File: src/common/isp_pkg.sv
// Shared widths, pixel, position and 4:2:2 pair structs, BT.601 conversion constants
`default_nettype none

package isp_pkg;

    // Component and coordinate widths
    // The shift-add coefficients assume 8-bit precision
    parameter int COMP_W  = 8;
    parameter int COORD_W = 12;

    // BT.601 luma weights, sum is 256
    parameter int Y_COEF_R = 77;    // 0.299 * 256
    parameter int Y_COEF_G = 150;   // 0.587 * 256
    parameter int Y_COEF_B = 29;    // 0.114 * 256

    // Chroma scale factors
    parameter int KCB = 144;        // 1 / 1.772 * 256
    parameter int KCR = 182;        // 1 / 1.402 * 256

    parameter int CHROMA_OFFSET = 128;  // Mid-scale for Cb and Cr

    // One RGB input pixel
    typedef struct packed {
        logic [COMP_W-1:0] r;
        logic [COMP_W-1:0] g;
        logic [COMP_W-1:0] b;
    } rgb_pix_t;

    // One converted pixel at full chroma resolution
    typedef struct packed {
        logic [COMP_W-1:0] y;
        logic [COMP_W-1:0] cb;
        logic [COMP_W-1:0] cr;
    } ycbcr_pix_t;

    // Raster position of a pixel
    typedef struct packed {
        logic [COORD_W-1:0] col;
        logic [COORD_W-1:0] line;
        logic               sof;    // First pixel of a frame
    } raster_pos_t;

    // Output word, two horizontally adjacent pixels with shared chroma
    typedef struct packed {
        logic [COMP_W-1:0]  y0;         // Even pixel luma
        logic [COMP_W-1:0]  y1;         // Odd pixel luma
        logic [COMP_W-1:0]  cb;         // Mean of both Cb
        logic [COMP_W-1:0]  cr;         // Mean of both Cr
        logic [COORD_W-1:0] pair_col;   // Column / 2
        logic [COORD_W-1:0] line;
        logic               sof;
    } ycbcr422_pair_t;

endpackage

`default_nettype wire

File: src/rgb2yuv/rgb2yuv.sv
// RGB to YCbCr BT.601 converter, input capture plus three shift-add stages, stalled by hold
`timescale 1ns/100ps
`default_nettype none

module rgb2yuv (
    input  logic                clk,
    input  logic                resetn,
    input  isp_pkg::rgb_pix_t   rgb,
    input  logic                rgb_valid,
    input  logic                frame_valid,
    input  logic                line_valid,
    input  logic                hold,
    output isp_pkg::ycbcr_pix_t pix_ycc,
    output logic                pix_valid,
    output logic                frame_valid_out,
    output logic                line_valid_out
);

    localparam int PROD_W = isp_pkg::COMP_W + 8;   // Component times 8-bit weight
    localparam int SUM_W  = PROD_W + 1;            // Sum of three weighted terms
    localparam int DIFF_W = isp_pkg::COMP_W + 1;   // Signed B-Y and R-Y
    localparam int CH_W   = DIFF_W + 9;            // Scaled difference plus offset

    // Input capture
    isp_pkg::rgb_pix_t in_pix;
    logic              in_valid;
    logic              in_fv;
    logic              in_lv;

    always_ff @(posedge clk) begin
        if (rgb_valid && !hold) begin
            in_pix <= rgb;
        end
    end

    // Stage 0, weighted products
    logic [PROD_W-1:0] prod_r_c, prod_g_c, prod_b_c;
    logic [PROD_W-1:0] prod_r, prod_g, prod_b;
    logic [isp_pkg::COMP_W-1:0] s0_r, s0_b;    // Kept for the differences
    logic s0_valid;
    logic s0_fv;
    logic s0_lv;

    always_comb begin
        // Y_COEF_R = 77 = 0100_1101
        prod_r_c = (PROD_W'(in_pix.r) << 6) + (PROD_W'(in_pix.r) << 3)
                 + (PROD_W'(in_pix.r) << 2) +  PROD_W'(in_pix.r);
        // Y_COEF_G = 150 = 1001_0110
        prod_g_c = (PROD_W'(in_pix.g) << 7) + (PROD_W'(in_pix.g) << 4)
                 + (PROD_W'(in_pix.g) << 2) + (PROD_W'(in_pix.g) << 1);
        // Y_COEF_B = 29 = 0001_1101
        prod_b_c = (PROD_W'(in_pix.b) << 4) + (PROD_W'(in_pix.b) << 3)
                 + (PROD_W'(in_pix.b) << 2) +  PROD_W'(in_pix.b);
    end

    always_ff @(posedge clk) begin
        if (in_valid && !hold) begin
            prod_r <= prod_r_c;
            prod_g <= prod_g_c;
            prod_b <= prod_b_c;
            s0_r   <= in_pix.r;
            s0_b   <= in_pix.b;
        end
    end

    // Stage 1, luma and colour differences
    logic [SUM_W-1:0]           sum_c;
    logic [isp_pkg::COMP_W-1:0] y_c;
    logic signed [DIFF_W-1:0]   u_c, v_c;
    logic [isp_pkg::COMP_W-1:0] s1_y;
    logic signed [DIFF_W-1:0]   s1_u, s1_v;
    logic s1_valid;
    logic s1_fv;
    logic s1_lv;

    always_comb begin
        // Weights sum to 256 so Y stays within 0..255 after rounding
        sum_c = SUM_W'(prod_r) + SUM_W'(prod_g) + SUM_W'(prod_b) + SUM_W'(1 << 7);
        y_c   = sum_c[8 +: isp_pkg::COMP_W];
        u_c   = $signed({1'b0, s0_b}) - $signed({1'b0, y_c});  // B-Y, about +/-226
        v_c   = $signed({1'b0, s0_r}) - $signed({1'b0, y_c});  // R-Y, about +/-179
    end

    always_ff @(posedge clk) begin
        if (s0_valid && !hold) begin
            s1_y <= y_c;
            s1_u <= u_c;
            s1_v <= v_c;
        end
    end

    // Stage 2, chroma scaling with offset and rounding
    logic signed [CH_W-1:0] cb_c, cr_c;

    always_comb begin
        // KCB = 144 = 1001_0000
        cb_c = (CH_W'(isp_pkg::CHROMA_OFFSET) << 8) + CH_W'(1 << 7)
             + (CH_W'(s1_u) << 7) + (CH_W'(s1_u) << 4);
        // KCR = 182 = 1011_0110
        cr_c = (CH_W'(isp_pkg::CHROMA_OFFSET) << 8) + CH_W'(1 << 7)
             + (CH_W'(s1_v) << 7) + (CH_W'(s1_v) << 5) + (CH_W'(s1_v) << 4)
             + (CH_W'(s1_v) << 2) + (CH_W'(s1_v) << 1);
    end

    always_ff @(posedge clk) begin
        if (s1_valid && !hold) begin
            pix_ycc.y  <= s1_y;
            pix_ycc.cb <= cb_c[8 +: isp_pkg::COMP_W];  // Truncated to 8 bits
            pix_ycc.cr <= cr_c[8 +: isp_pkg::COMP_W];
        end
    end

    // Valid and level pipeline, same depth as the data
    always_ff @(posedge clk) begin
        if (!resetn) begin
            in_valid        <= 1'b0;
            in_fv           <= 1'b0;
            in_lv           <= 1'b0;
            s0_valid        <= 1'b0;
            s0_fv           <= 1'b0;
            s0_lv           <= 1'b0;
            s1_valid        <= 1'b0;
            s1_fv           <= 1'b0;
            s1_lv           <= 1'b0;
            pix_valid       <= 1'b0;
            frame_valid_out <= 1'b0;
            line_valid_out  <= 1'b0;
        end else if (!hold) begin
            in_valid        <= rgb_valid;
            in_fv           <= frame_valid;
            in_lv           <= line_valid;
            s0_valid        <= in_valid;
            s0_fv           <= in_fv;
            s0_lv           <= in_lv;
            s1_valid        <= s0_valid;
            s1_fv           <= s0_fv;
            s1_lv           <= s0_lv;
            pix_valid       <= s1_valid;
            frame_valid_out <= s1_fv;
            line_valid_out  <= s1_lv;
        end
    end

endmodule

`default_nettype wire

File: src/logic/raster_tracker.sv
// Column and line counters with start-of-frame flag, delayed to line up with the converter
`timescale 1ns/100ps
`default_nettype none

module raster_tracker (
    input  logic                 clk,
    input  logic                 resetn,
    input  logic                 rgb_valid,
    input  logic                 frame_valid,
    input  logic                 line_valid,
    input  logic                 hold,
    output isp_pkg::raster_pos_t pos
);

    logic [isp_pkg::COORD_W-1:0] col_cnt;   // Column of the next pixel
    logic [isp_pkg::COORD_W-1:0] line_cnt;  // Current line in the frame
    logic                        sof_pending;
    logic                        lv_q;      // For the line end edge
    logic                        take;

    isp_pkg::raster_pos_t pos_cap;          // Same edge as the converter input capture
    isp_pkg::raster_pos_t pos_pipe [3];     // Matches converter stages 0..2

    assign take = rgb_valid && line_valid && !hold;

    // Counters
    always_ff @(posedge clk) begin
        if (!resetn) begin
            col_cnt     <= '0;
            line_cnt    <= '0;
            sof_pending <= 1'b0;
            lv_q        <= 1'b0;
        end else if (!hold) begin
            lv_q <= line_valid;
            if (!line_valid)
                col_cnt <= '0;                      // Restart between lines
            else if (rgb_valid)
                col_cnt <= col_cnt + 1'b1;
            if (!frame_valid)
                line_cnt <= '0;                     // Restart between frames
            else if (lv_q && !line_valid)
                line_cnt <= line_cnt + 1'b1;        // Line end
            if (!frame_valid)
                sof_pending <= 1'b1;                // Armed during frame gap
            else if (rgb_valid && line_valid)
                sof_pending <= 1'b0;                // Consumed by first pixel
        end
    end

    // Position of each accepted pixel
    always_ff @(posedge clk) begin
        if (take) begin
            pos_cap.col  <= col_cnt;
            pos_cap.line <= line_cnt;
            pos_cap.sof  <= sof_pending;
        end
    end

    // Delay chain, advances whenever the converter does
    always_ff @(posedge clk) begin
        if (!hold) begin
            pos_pipe[0] <= pos_cap;
            pos_pipe[1] <= pos_pipe[0];
            pos_pipe[2] <= pos_pipe[1];
        end
    end

    assign pos = pos_pipe[2];

endmodule

`default_nettype wire

File: src/logic/chroma_subsampler.sv
// 4:2:2 chroma subsampler, pairs even and odd pixels and averages Cb and Cr with rounding
`timescale 1ns/100ps
`default_nettype none

module chroma_subsampler (
    input  logic                    clk,
    input  logic                    resetn,
    input  isp_pkg::ycbcr_pix_t     pix_ycc,
    input  logic                    pix_valid,
    input  isp_pkg::raster_pos_t    pos,
    input  logic                    hold,
    output isp_pkg::ycbcr422_pair_t pair,
    output logic                    pair_valid
);

    localparam int AVG_W = isp_pkg::COMP_W + 1;    // Sum of two components

    // Stored even pixel
    isp_pkg::ycbcr_pix_t         even_pix;
    logic [isp_pkg::COORD_W-1:0] even_pair_col;
    logic [isp_pkg::COORD_W-1:0] even_line;
    logic                        even_sof;
    logic                        have_even;

    logic                       take;
    logic                       is_odd;
    logic                       emit;
    logic [AVG_W-1:0]           cb_sum, cr_sum;
    logic [isp_pkg::COMP_W-1:0] cb_avg, cr_avg;

    assign take   = pix_valid && !hold;
    assign is_odd = pos.col[0];
    assign emit   = take && is_odd && have_even;   // Odd pixel completes a pair

    // Rounded mean, (a + b + 1) >> 1
    always_comb begin
        cb_sum = AVG_W'(even_pix.cb) + AVG_W'(pix_ycc.cb) + AVG_W'(1);
        cr_sum = AVG_W'(even_pix.cr) + AVG_W'(pix_ycc.cr) + AVG_W'(1);
        cb_avg = cb_sum[AVG_W-1:1];
        cr_avg = cr_sum[AVG_W-1:1];
    end

    // Even pixel store
    always_ff @(posedge clk) begin
        if (take && !is_odd) begin
            even_pix      <= pix_ycc;
            even_pair_col <= {1'b0, pos.col[isp_pkg::COORD_W-1:1]};
            even_line     <= pos.line;
            even_sof      <= pos.sof;
        end
    end

    // Output pair, position taken from the even pixel
    always_ff @(posedge clk) begin
        if (emit) begin
            pair.y0       <= even_pix.y;
            pair.y1       <= pix_ycc.y;
            pair.cb       <= cb_avg;
            pair.cr       <= cr_avg;
            pair.pair_col <= even_pair_col;
            pair.line     <= even_line;
            pair.sof      <= even_sof;
        end
    end

    // Control
    always_ff @(posedge clk) begin
        if (!resetn) begin
            have_even  <= 1'b0;
            pair_valid <= 1'b0;
        end else if (!hold) begin
            pair_valid <= emit;
            if (take) begin
                // Even sets, odd clears; a lone odd pixel is dropped
                have_even <= !is_odd;
            end
        end
    end

endmodule

`default_nettype wire

File: src/logic/color_pipe_top.sv
// Colour pipe top level, converter, raster tracker and 4:2:2 subsampler sharing one hold
`timescale 1ns/100ps
`default_nettype none

module color_pipe_top (
    input  logic                    clk,
    input  logic                    resetn,
    input  isp_pkg::rgb_pix_t       rgb,
    input  logic                    rgb_valid,
    input  logic                    frame_valid,
    input  logic                    line_valid,
    output logic                    rgb_hold,
    output isp_pkg::ycbcr422_pair_t pair,
    output logic                    pair_valid,
    input  logic                    pair_hold
);

    isp_pkg::ycbcr_pix_t  pix_ycc;
    logic                 pix_valid;
    isp_pkg::raster_pos_t pos;

    // Downstream stall goes straight back upstream
    assign rgb_hold = pair_hold;

    rgb2yuv rgb2yuv_inst (
        .clk             (clk),
        .resetn          (resetn),
        .rgb             (rgb),
        .rgb_valid       (rgb_valid),
        .frame_valid     (frame_valid),
        .line_valid      (line_valid),
        .hold            (pair_hold),
        .pix_ycc         (pix_ycc),
        .pix_valid       (pix_valid),
        .frame_valid_out (),            // Position comes from the tracker
        .line_valid_out  ()
    );

    raster_tracker raster_tracker_inst (
        .clk         (clk),
        .resetn      (resetn),
        .rgb_valid   (rgb_valid),
        .frame_valid (frame_valid),
        .line_valid  (line_valid),
        .hold        (pair_hold),
        .pos         (pos)              // Aligned with pix_valid
    );

    chroma_subsampler chroma_subsampler_inst (
        .clk        (clk),
        .resetn     (resetn),
        .pix_ycc    (pix_ycc),
        .pix_valid  (pix_valid),
        .pos        (pos),
        .hold       (pair_hold),
        .pair       (pair),
        .pair_valid (pair_valid)
    );

endmodule

`default_nettype wire

File: config.mk
export PLATFORM = sky130hd
export DESIGN_NAME = color_pipe_top
export DESIGN_NICKNAME = d
export VERILOG_FILES = /design/src/common/isp_pkg.sv /design/src/rgb2yuv/rgb2yuv.sv /design/src/logic/raster_tracker.sv /design/src/logic/chroma_subsampler.sv /design/src/logic/color_pipe_top.sv
export SDC_FILE = /design/constraint.sdc
export NUM_CORES = 1
export LEC_CHECK = 0
export BUFFER_PORTS_ARGS = -buffer_cell sky130_fd_sc_hd__buf_2
export CAP_MARGIN = 20
export CORE_UTILIZATION = 30
export CTS_BUF_LIST = sky130_fd_sc_hd__clkbuf_4
export CTS_CLUSTER_DIAMETER = 150
export DETAILED_ROUTE_END_ITERATION = 12
export PLACE_DENSITY = 0.42
export SETUP_SLACK_MARGIN = 0.4
export SYNTH_ARGS = -nofsm -noshare
export SYNTH_HDL_FRONTEND = slang
export SYNTH_SLANG_ARGS = --single-unit
File: constraint.sdc
create_clock -name clk -period 8.4 [get_ports clk]
set_clock_uncertainty 0.1 [all_clocks]
set_input_delay 1.68 -clock clk [delete_from_list [all_inputs] [get_ports clk]]
set_output_delay 1.68 -clock clk [all_outputs]
set_load 0.01 [all_outputs]
## Word-level counts from Yosys, hierarchy flattened

Memory sizes are Yosys's and may differ from the RTL's.
Cells that the tools add are included.

- Register bits after elaboration: 299
- Latch bits: 0
- Bits in writable memories: 75
- Memory bits (read-only): 0
- Input port bits: 30
- Output and inout port bits: 59
- Logic and storage cells: 97
- Memories kept: 1

Memories:

| memory | words | bits a word | rd ports | clocked after memory_dff | wr ports | RTL line | RTL |
|---|---|---|---|---|---|---|---|
| raster_tracker_inst.pos_pipe | 3 | 25 | 3 | 0 | 3 | raster_tracker.sv:22 | `isp_pkg::raster_pos_t pos_pipe [3];` |

- Add/subtract/negate cells: 27
- Multiply operators: 0
- Divide/modulo/power cells: 0
- Order comparisons: 0
- Equal/unequal tests: 3
- Shifts and indexed selects: 0
- Multiplexer cells: 7
- Bitwise operators: 1
- Reduce and logical (&&, ||, !) cells: 18

Operators with widths:

| kind | count |
|---|---|
| $add A16 B10 Y16 | 4 |
| $mux W12 | 4 |
| $add A16 B13 Y16 | 2 |
| $add A16 B16 Y16 | 2 |
| $add A16 B16 Y16 const A | 2 |
| $add A16 B8 Y16 | 2 |
| $add A12 B1 Y12 const B | 2 |
| $add A8 B8 Y9 | 2 |
| $add A9 B1 Y9 const B | 2 |
| $sub A8 B8 Y9 | 2 |
| $add A15 B12 Y16 | 1 |
| $add A16 B11 Y16 | 1 |
| $add A16 B14 Y16 | 1 |
| $add A16 B8 Y16 const B | 1 |
| $add A16 B9 Y16 | 1 |
| $add A14 B11 Y15 | 1 |
| $add A12 B11 Y13 | 1 |
| $logic_and A1 B1 Y1 | 11 |
| $reduce_and A2 Y1 | 4 |
| $ne A2 B1 Y1 const B | 2 |
| $logic_not A1 Y1 | 3 |
| $mux W1 | 3 |
| $ne A2 B2 Y1 const B | 1 |
| $not A1 Y1 | 1 |

## Longest topological paths before layout

- Word-level depth: 5
- Gate-level depth with buffers: 20

## Modules after synthesis

From an unflattened synthesis, not the netlist that was laid out.

- Cell total of the unflattened synthesis: 1203
- Area total of the unflattened synthesis: 17936.0 µm²

Modules (own cells, without submodules):

| module | times used | cells each | area an instance (µm²) |
|---|---|---|---|
| rgb2yuv | 1 | 711 | 9449.1 |
| raster_tracker | 1 | 291 | 4591.9 |
| chroma_subsampler | 1 | 200 | 3887.5 |
| color_pipe_top | 1 | 1 | 7.5 |

## Worst setup path before layout

OpenSTA, ideal clock, no wires.

- Path kind: input to register
- Start: in pair_hold
- End: reg, netlist name chroma_subsampler_inst.pair[0]
- Library setup time: 0.473 ns
- Arrival time: 6.051 ns
- Data required time: 7.827 ns
- Path slack: 1.777 ns
- Cell stages on the path: 4
- Path through: clkbuf_1 inv_1 nand2_1 nor2_1

- Longest elaborated chain between the ends: 4

Ends and longest elaborated chain:

| element | RTL line | RTL |
|---|---|---|
| start: declaration | color_pipe_top.sv:15 | `input logic pair_hold` |
| $logic_not A1 Y1 | -- |  |
| $logic_and A1 B1 Y1 | chroma_subsampler.sv:31 | `assign take = pix_valid && !hold;` |
| $logic_and A1 B1 Y1 (2 in a row) | chroma_subsampler.sv:33 | `assign emit = take && is_odd && have_even;` |
| named net chroma_subsampler_inst.emit | chroma_subsampler.sv:27 | `logic emit;` |

The timed path passes the listed nets, and every way through them passes these cells.
A chain may end at the register's enable or synchronous reset.

## Worst setup path in the final report

- Start: reg rgb2yuv_inst.prod_b[6]
- End: reg rgb2yuv_inst.s1_u[6], data pin

- Longest elaborated chain between the ends: 3

Ends and longest elaborated chain:

| element | RTL line | RTL |
|---|---|---|
| start: declaration | rgb2yuv.sv:38 | `logic [PROD_W-1:0] prod_r, prod_g, prod_b;` |
| start signal: assignment | rgb2yuv.sv:60 | `prod_b <= prod_b_c;` |
| $add A16 B16 Y16 | rgb2yuv.sv:78 | `sum_c = SUM_W'(prod_r) + SUM_W'(prod_g) + SUM_W'(prod_b) + SUM_W'(1 << 7);` |
| $add A16 B8 Y16 | rgb2yuv.sv:78 |  |
| named net rgb2yuv_inst.sum_c[9] | rgb2yuv.sv:67 | `logic [SUM_W-1:0] sum_c;` |
| $sub A8 B8 Y9 | rgb2yuv.sv:80 | `u_c = $signed({1'b0, s0_b}) - $signed({1'b0, y_c});` |
| named net rgb2yuv_inst.u_c[6] | rgb2yuv.sv:69 | `logic signed [DIFF_W-1:0] u_c, v_c;` |
| end signal: assignment | rgb2yuv.sv:87 | `s1_u <= u_c;` |
| end: declaration | rgb2yuv.sv:71 | `logic signed [DIFF_W-1:0] s1_u, s1_v;` |

The timed path passes the listed nets, and every way through them passes these cells.

==> results.sh <==
export IMPL_hpwl_mm=21.24
export IMPL_cts_tree="done"
export IMPL_cp_max_fo=4
export IMPL_post_cts_buffers=0
export IMPL_rsz0062_at_grt="false"
export IMPL_fmax_mhz=201.6
export IMPL_die_y_um=242.0
export IMPL_hold_violations=0
export IMPL_ys_ff_latch=367
export IMPL_wl_per_cell_um=13.68
export IMPL_startpoint_type="flip-flop"
export IMPL_fp_dieArea_mm2=0.05855
export IMPL_synthCells=1190
export IMPL_worst_path_most_repeated_cell="inv_1"
export IMPL_drt_wl_total_mm=30.47
export IMPL_yosysMostFrequentCell="edfxtp_1"
export IMPL_finalSetupViolCount=0
export IMPL_drv_slew=0
export IMPL_crit_arrival_ns=5.40
export IMPL_cts_hold_fix_buffers=0
export IMPL_io_buffer_count=87
export IMPL_syn_avg_cell_area_um2=14.52
export IMPL_synthFlopType="edfxtp_1"
export IMPL_synth_top_cells_by_area="edfxtp_1 (58%), ha_1 (11%), fa_1 (6.7%), dfxtp_1 (3.7%), inv_1 (2.9%)"
export IMPL_path_cells="inv_1 > fa_1 > inv_1 > ha_1 > ha_1 > a2111oi_4 > o21ai_2 > a31oi_1 > nor2b_1 > nor2_1 > xnor2_1 > inv_1 > fa_1 > a21o_1 > maj3_1 > maj3_1 > o21a_1 > xor2_1"
export IMPL_drcViolationCount=0
export IMPL_yosys_warnings=0
export IMPL_dr_total_vias=9327
export IMPL_critPathSlowestCell="fa_1"
export IMPL_clk_pin_slew_ns=0.07
export IMPL_path_class="flip-flop to flip-flop"
export IMPL_numCtsBuffers=103
export IMPL_ys_types=62
export IMPL_worst_path_largest_cell_delay_ns=0.52
export IMPL_h_tree_depth=3
export IMPL_synth_largest_area_cell="edfxtp_1"
export IMPL_min_period_ns=4.961
export IMPL_layout_setup_ws_ns=3.439
export IMPL_grt_pass1_vias=9974
export IMPL_grt_overflow_total=0
export IMPL_netlist_area_mm2=0.01728
export IMPL_nets=1619
export IMPL_routed_via_density=4.188
export IMPL_period_share_pct=59.06
export IMPL_grt_max_degree=76
export IMPL_antenna_left=0
export IMPL_clock_sinks=367
export IMPL_drive_gt1_share_pct=19.39
export IMPL_synth_enable_flop_cells=335
export IMPL_finalSetupTns_ns=0
export IMPL_coreArea_mm2=0.05660
export IMPL_synth_top_area_share_pct=58.23
export IMPL_area_growth_syn_to_layout_pct=15.94
export IMPL_ys_seq_area_share_pct=61.94
export IMPL_die_w_um=242.0
export IMPL_drtPass1Iterations=4
export IMPL_hold_depth=0
export IMPL_ir_drop_uv=82.32
export IMPL_setup_worst_path_end_class="flip-flop"
export IMPL_grt_pass1_wl_mm=50.09
export IMPL_cts_root_buf="clkbuf_4"
export IMPL_antenna_found_initial=2
export IMPL_async_flop_share_pct=0
export IMPL_hold_class="flip-flop to flip-flop"
export IMPL_cts_resized=0
export IMPL_synthTopCellsByCount="edfxtp_1 (335), ha_1 (148), inv_1 (134), fa_1 (58), xnor2_1 (57)"
export IMPL_cts_path_max_buffers=3
export IMPL_cp_required_ns=8.84
export IMPL_n_fill_cell=5587
export IMPL_initialDrtViolationCount=300
export IMPL_tightestPinTransition_ns=0.9661
export IMPL_ff2ff_path_depth=18
export IMPL_clock_latency_ns=0.83
export IMPL_power_density_mw_per_mm2=247.5
export IMPL_post_place_ws_ns=3.439
export IMPL_rows=87
export IMPL_gp_congestion=0.7620
export IMPL_cap_violations=0
export IMPL_cellLeakagePower_nw=8.021
export IMPL_initial_core_util_pct=30.52
export IMPL_outcome="finished clean"
export IMPL_relSlewSlack_pct=35.60
export IMPL_gr_usage_all_layers_pct=10.80
export IMPL_pin_count=89
[report_power, final]
group / total, mW / switching (mW) / internal, mW
clock: 1.60 / 0.769 / 0.828
sequential: 2.17 / 0.0343 / 2.13
combinational: 1.19 / 0.664 / 0.531
total: 4.96 / 1.47 / 3.49
[worst max-delay path: cells and delay by family (launching register included)]
family	cells	cell delay, ns
flops	1	0.32
buf+inv	3	0.24
compound gates	5	1.17
xor+xnor	2	0.31
fa+ha+maj	6	2.39
simple gates	2	0.19
[worst paths after layout]
check	start	to	slack, ns
worst max-delay path	rgb2yuv_inst.prod_b[6]	rgb2yuv_inst.s1_u[6]	3.44
worst min-delay path	raster_tracker_inst.pos_cap[23]	raster_tracker_inst.pos_pipe[0][23]	0.29
worst max register to register	rgb2yuv_inst.prod_b[6]	rgb2yuv_inst.s1_u[6]	3.44
worst min register to register	raster_tracker_inst.pos_cap[23]	raster_tracker_inst.pos_pipe[0][23]	0.29
[registers in the layout, indices dropped and copies added, names as in the netlist, 9 cells and up]
register                              flops
chroma_subsampler_inst.even_line         12
rgb2yuv_inst.in_pix                      24
rgb2yuv_inst.prod_g                      15
raster_tracker_inst.pos_cap              25
rgb2yuv_inst.s1_u                         9
rgb2yuv_inst.pix_ycc                     24
raster_tracker_inst.pos_pipe             75
chroma_subsampler_inst.even_pair_col     11
raster_tracker_inst.line_cnt             12
rgb2yuv_inst.prod_r                      14
rgb2yuv_inst.prod_b                      12
chroma_subsampler_inst.pair              56
chroma_subsampler_inst.even_pix          24
rgb2yuv_inst.s1_v                         9
raster_tracker_inst.col_cnt              12
[cell type report]
cell class	instances	area, um2	share of cell area, %
clock inverters	42	191.4	0.9558
diodes	1	2.502	0.01249
clock buffers	150	1126	5.622
repair buffers	96	503.0	2.511
well taps	756	945.9	4.723
inverters	135	506.7	2.530
multi-input cells	680	6053	30.22
flip-flops and latches	367	10700	53.42
[cells in the final DEF (no fill, tap or decap), types with 26 or more instances in the layout]
cell and count:
o21ai_0 39, edfxtp_1 335, xnor2_1 57, nor2_1 49
buf_2 87, nand2_1 40, clkbuf_4 150, xor2_1 28
nor2b_1 26, inv_1 133, ha_1 148, a21oi_1 53
fa_1 58, dfxtp_1 32, clkinv_1 28
[metal layers]
| metal | vias up | track usage, % | wire (um) |
|---|---|---|---|
| li1 | 4730 | - | - |
| met1 | 4368 | 12.77 | 13760 |
| met2 | 161 | 17.86 | 14370 |
| met3 | 66 | 3.091 | 1503 |
| met4 | 2 | 5.547 | 828 |
| met5 | - | 0 | 13 |
[cells by family (layout without fill, tap and decap cells)]
logic type | after synthesis | in the layout | share of synthesized area, %
other cells | 1 | 3 | 0.02171
flops | 367 | 367 | 61.94
mux | 2 | 2 | 0.1231
xor+xnor | 86 | 86 | 4.404
fa+ha+maj | 212 | 212 | 17.80
buf+inv | 144 | 423 | 3.216
simple gates | 198 | 198 | 5.780
compound gates | 180 | 180 | 6.721
[through the flow]
stage / instance area, um2 / total power, mW / instances / hold WS, ns / utilization [%]
floorplan: 17280 / 3.130 / 1191 / 0.3003 / -
global placement: 18710 / 3.418 / 2034 / 0.3014 / 33.05
detailed placement: 18710 / 3.421 / 2034 / 0.3045 / 33.05
CTS: 20030 / 5.091 / 2226 / 0.2747 / 35.38
global route: 20030 / 5.340 / 2227 / 0.2750 / 35.38
finish: 20030 / 4.958 / 2227 / 0.2868 / 35.38
Note: power is estimated with default switching activity, not from simulation.
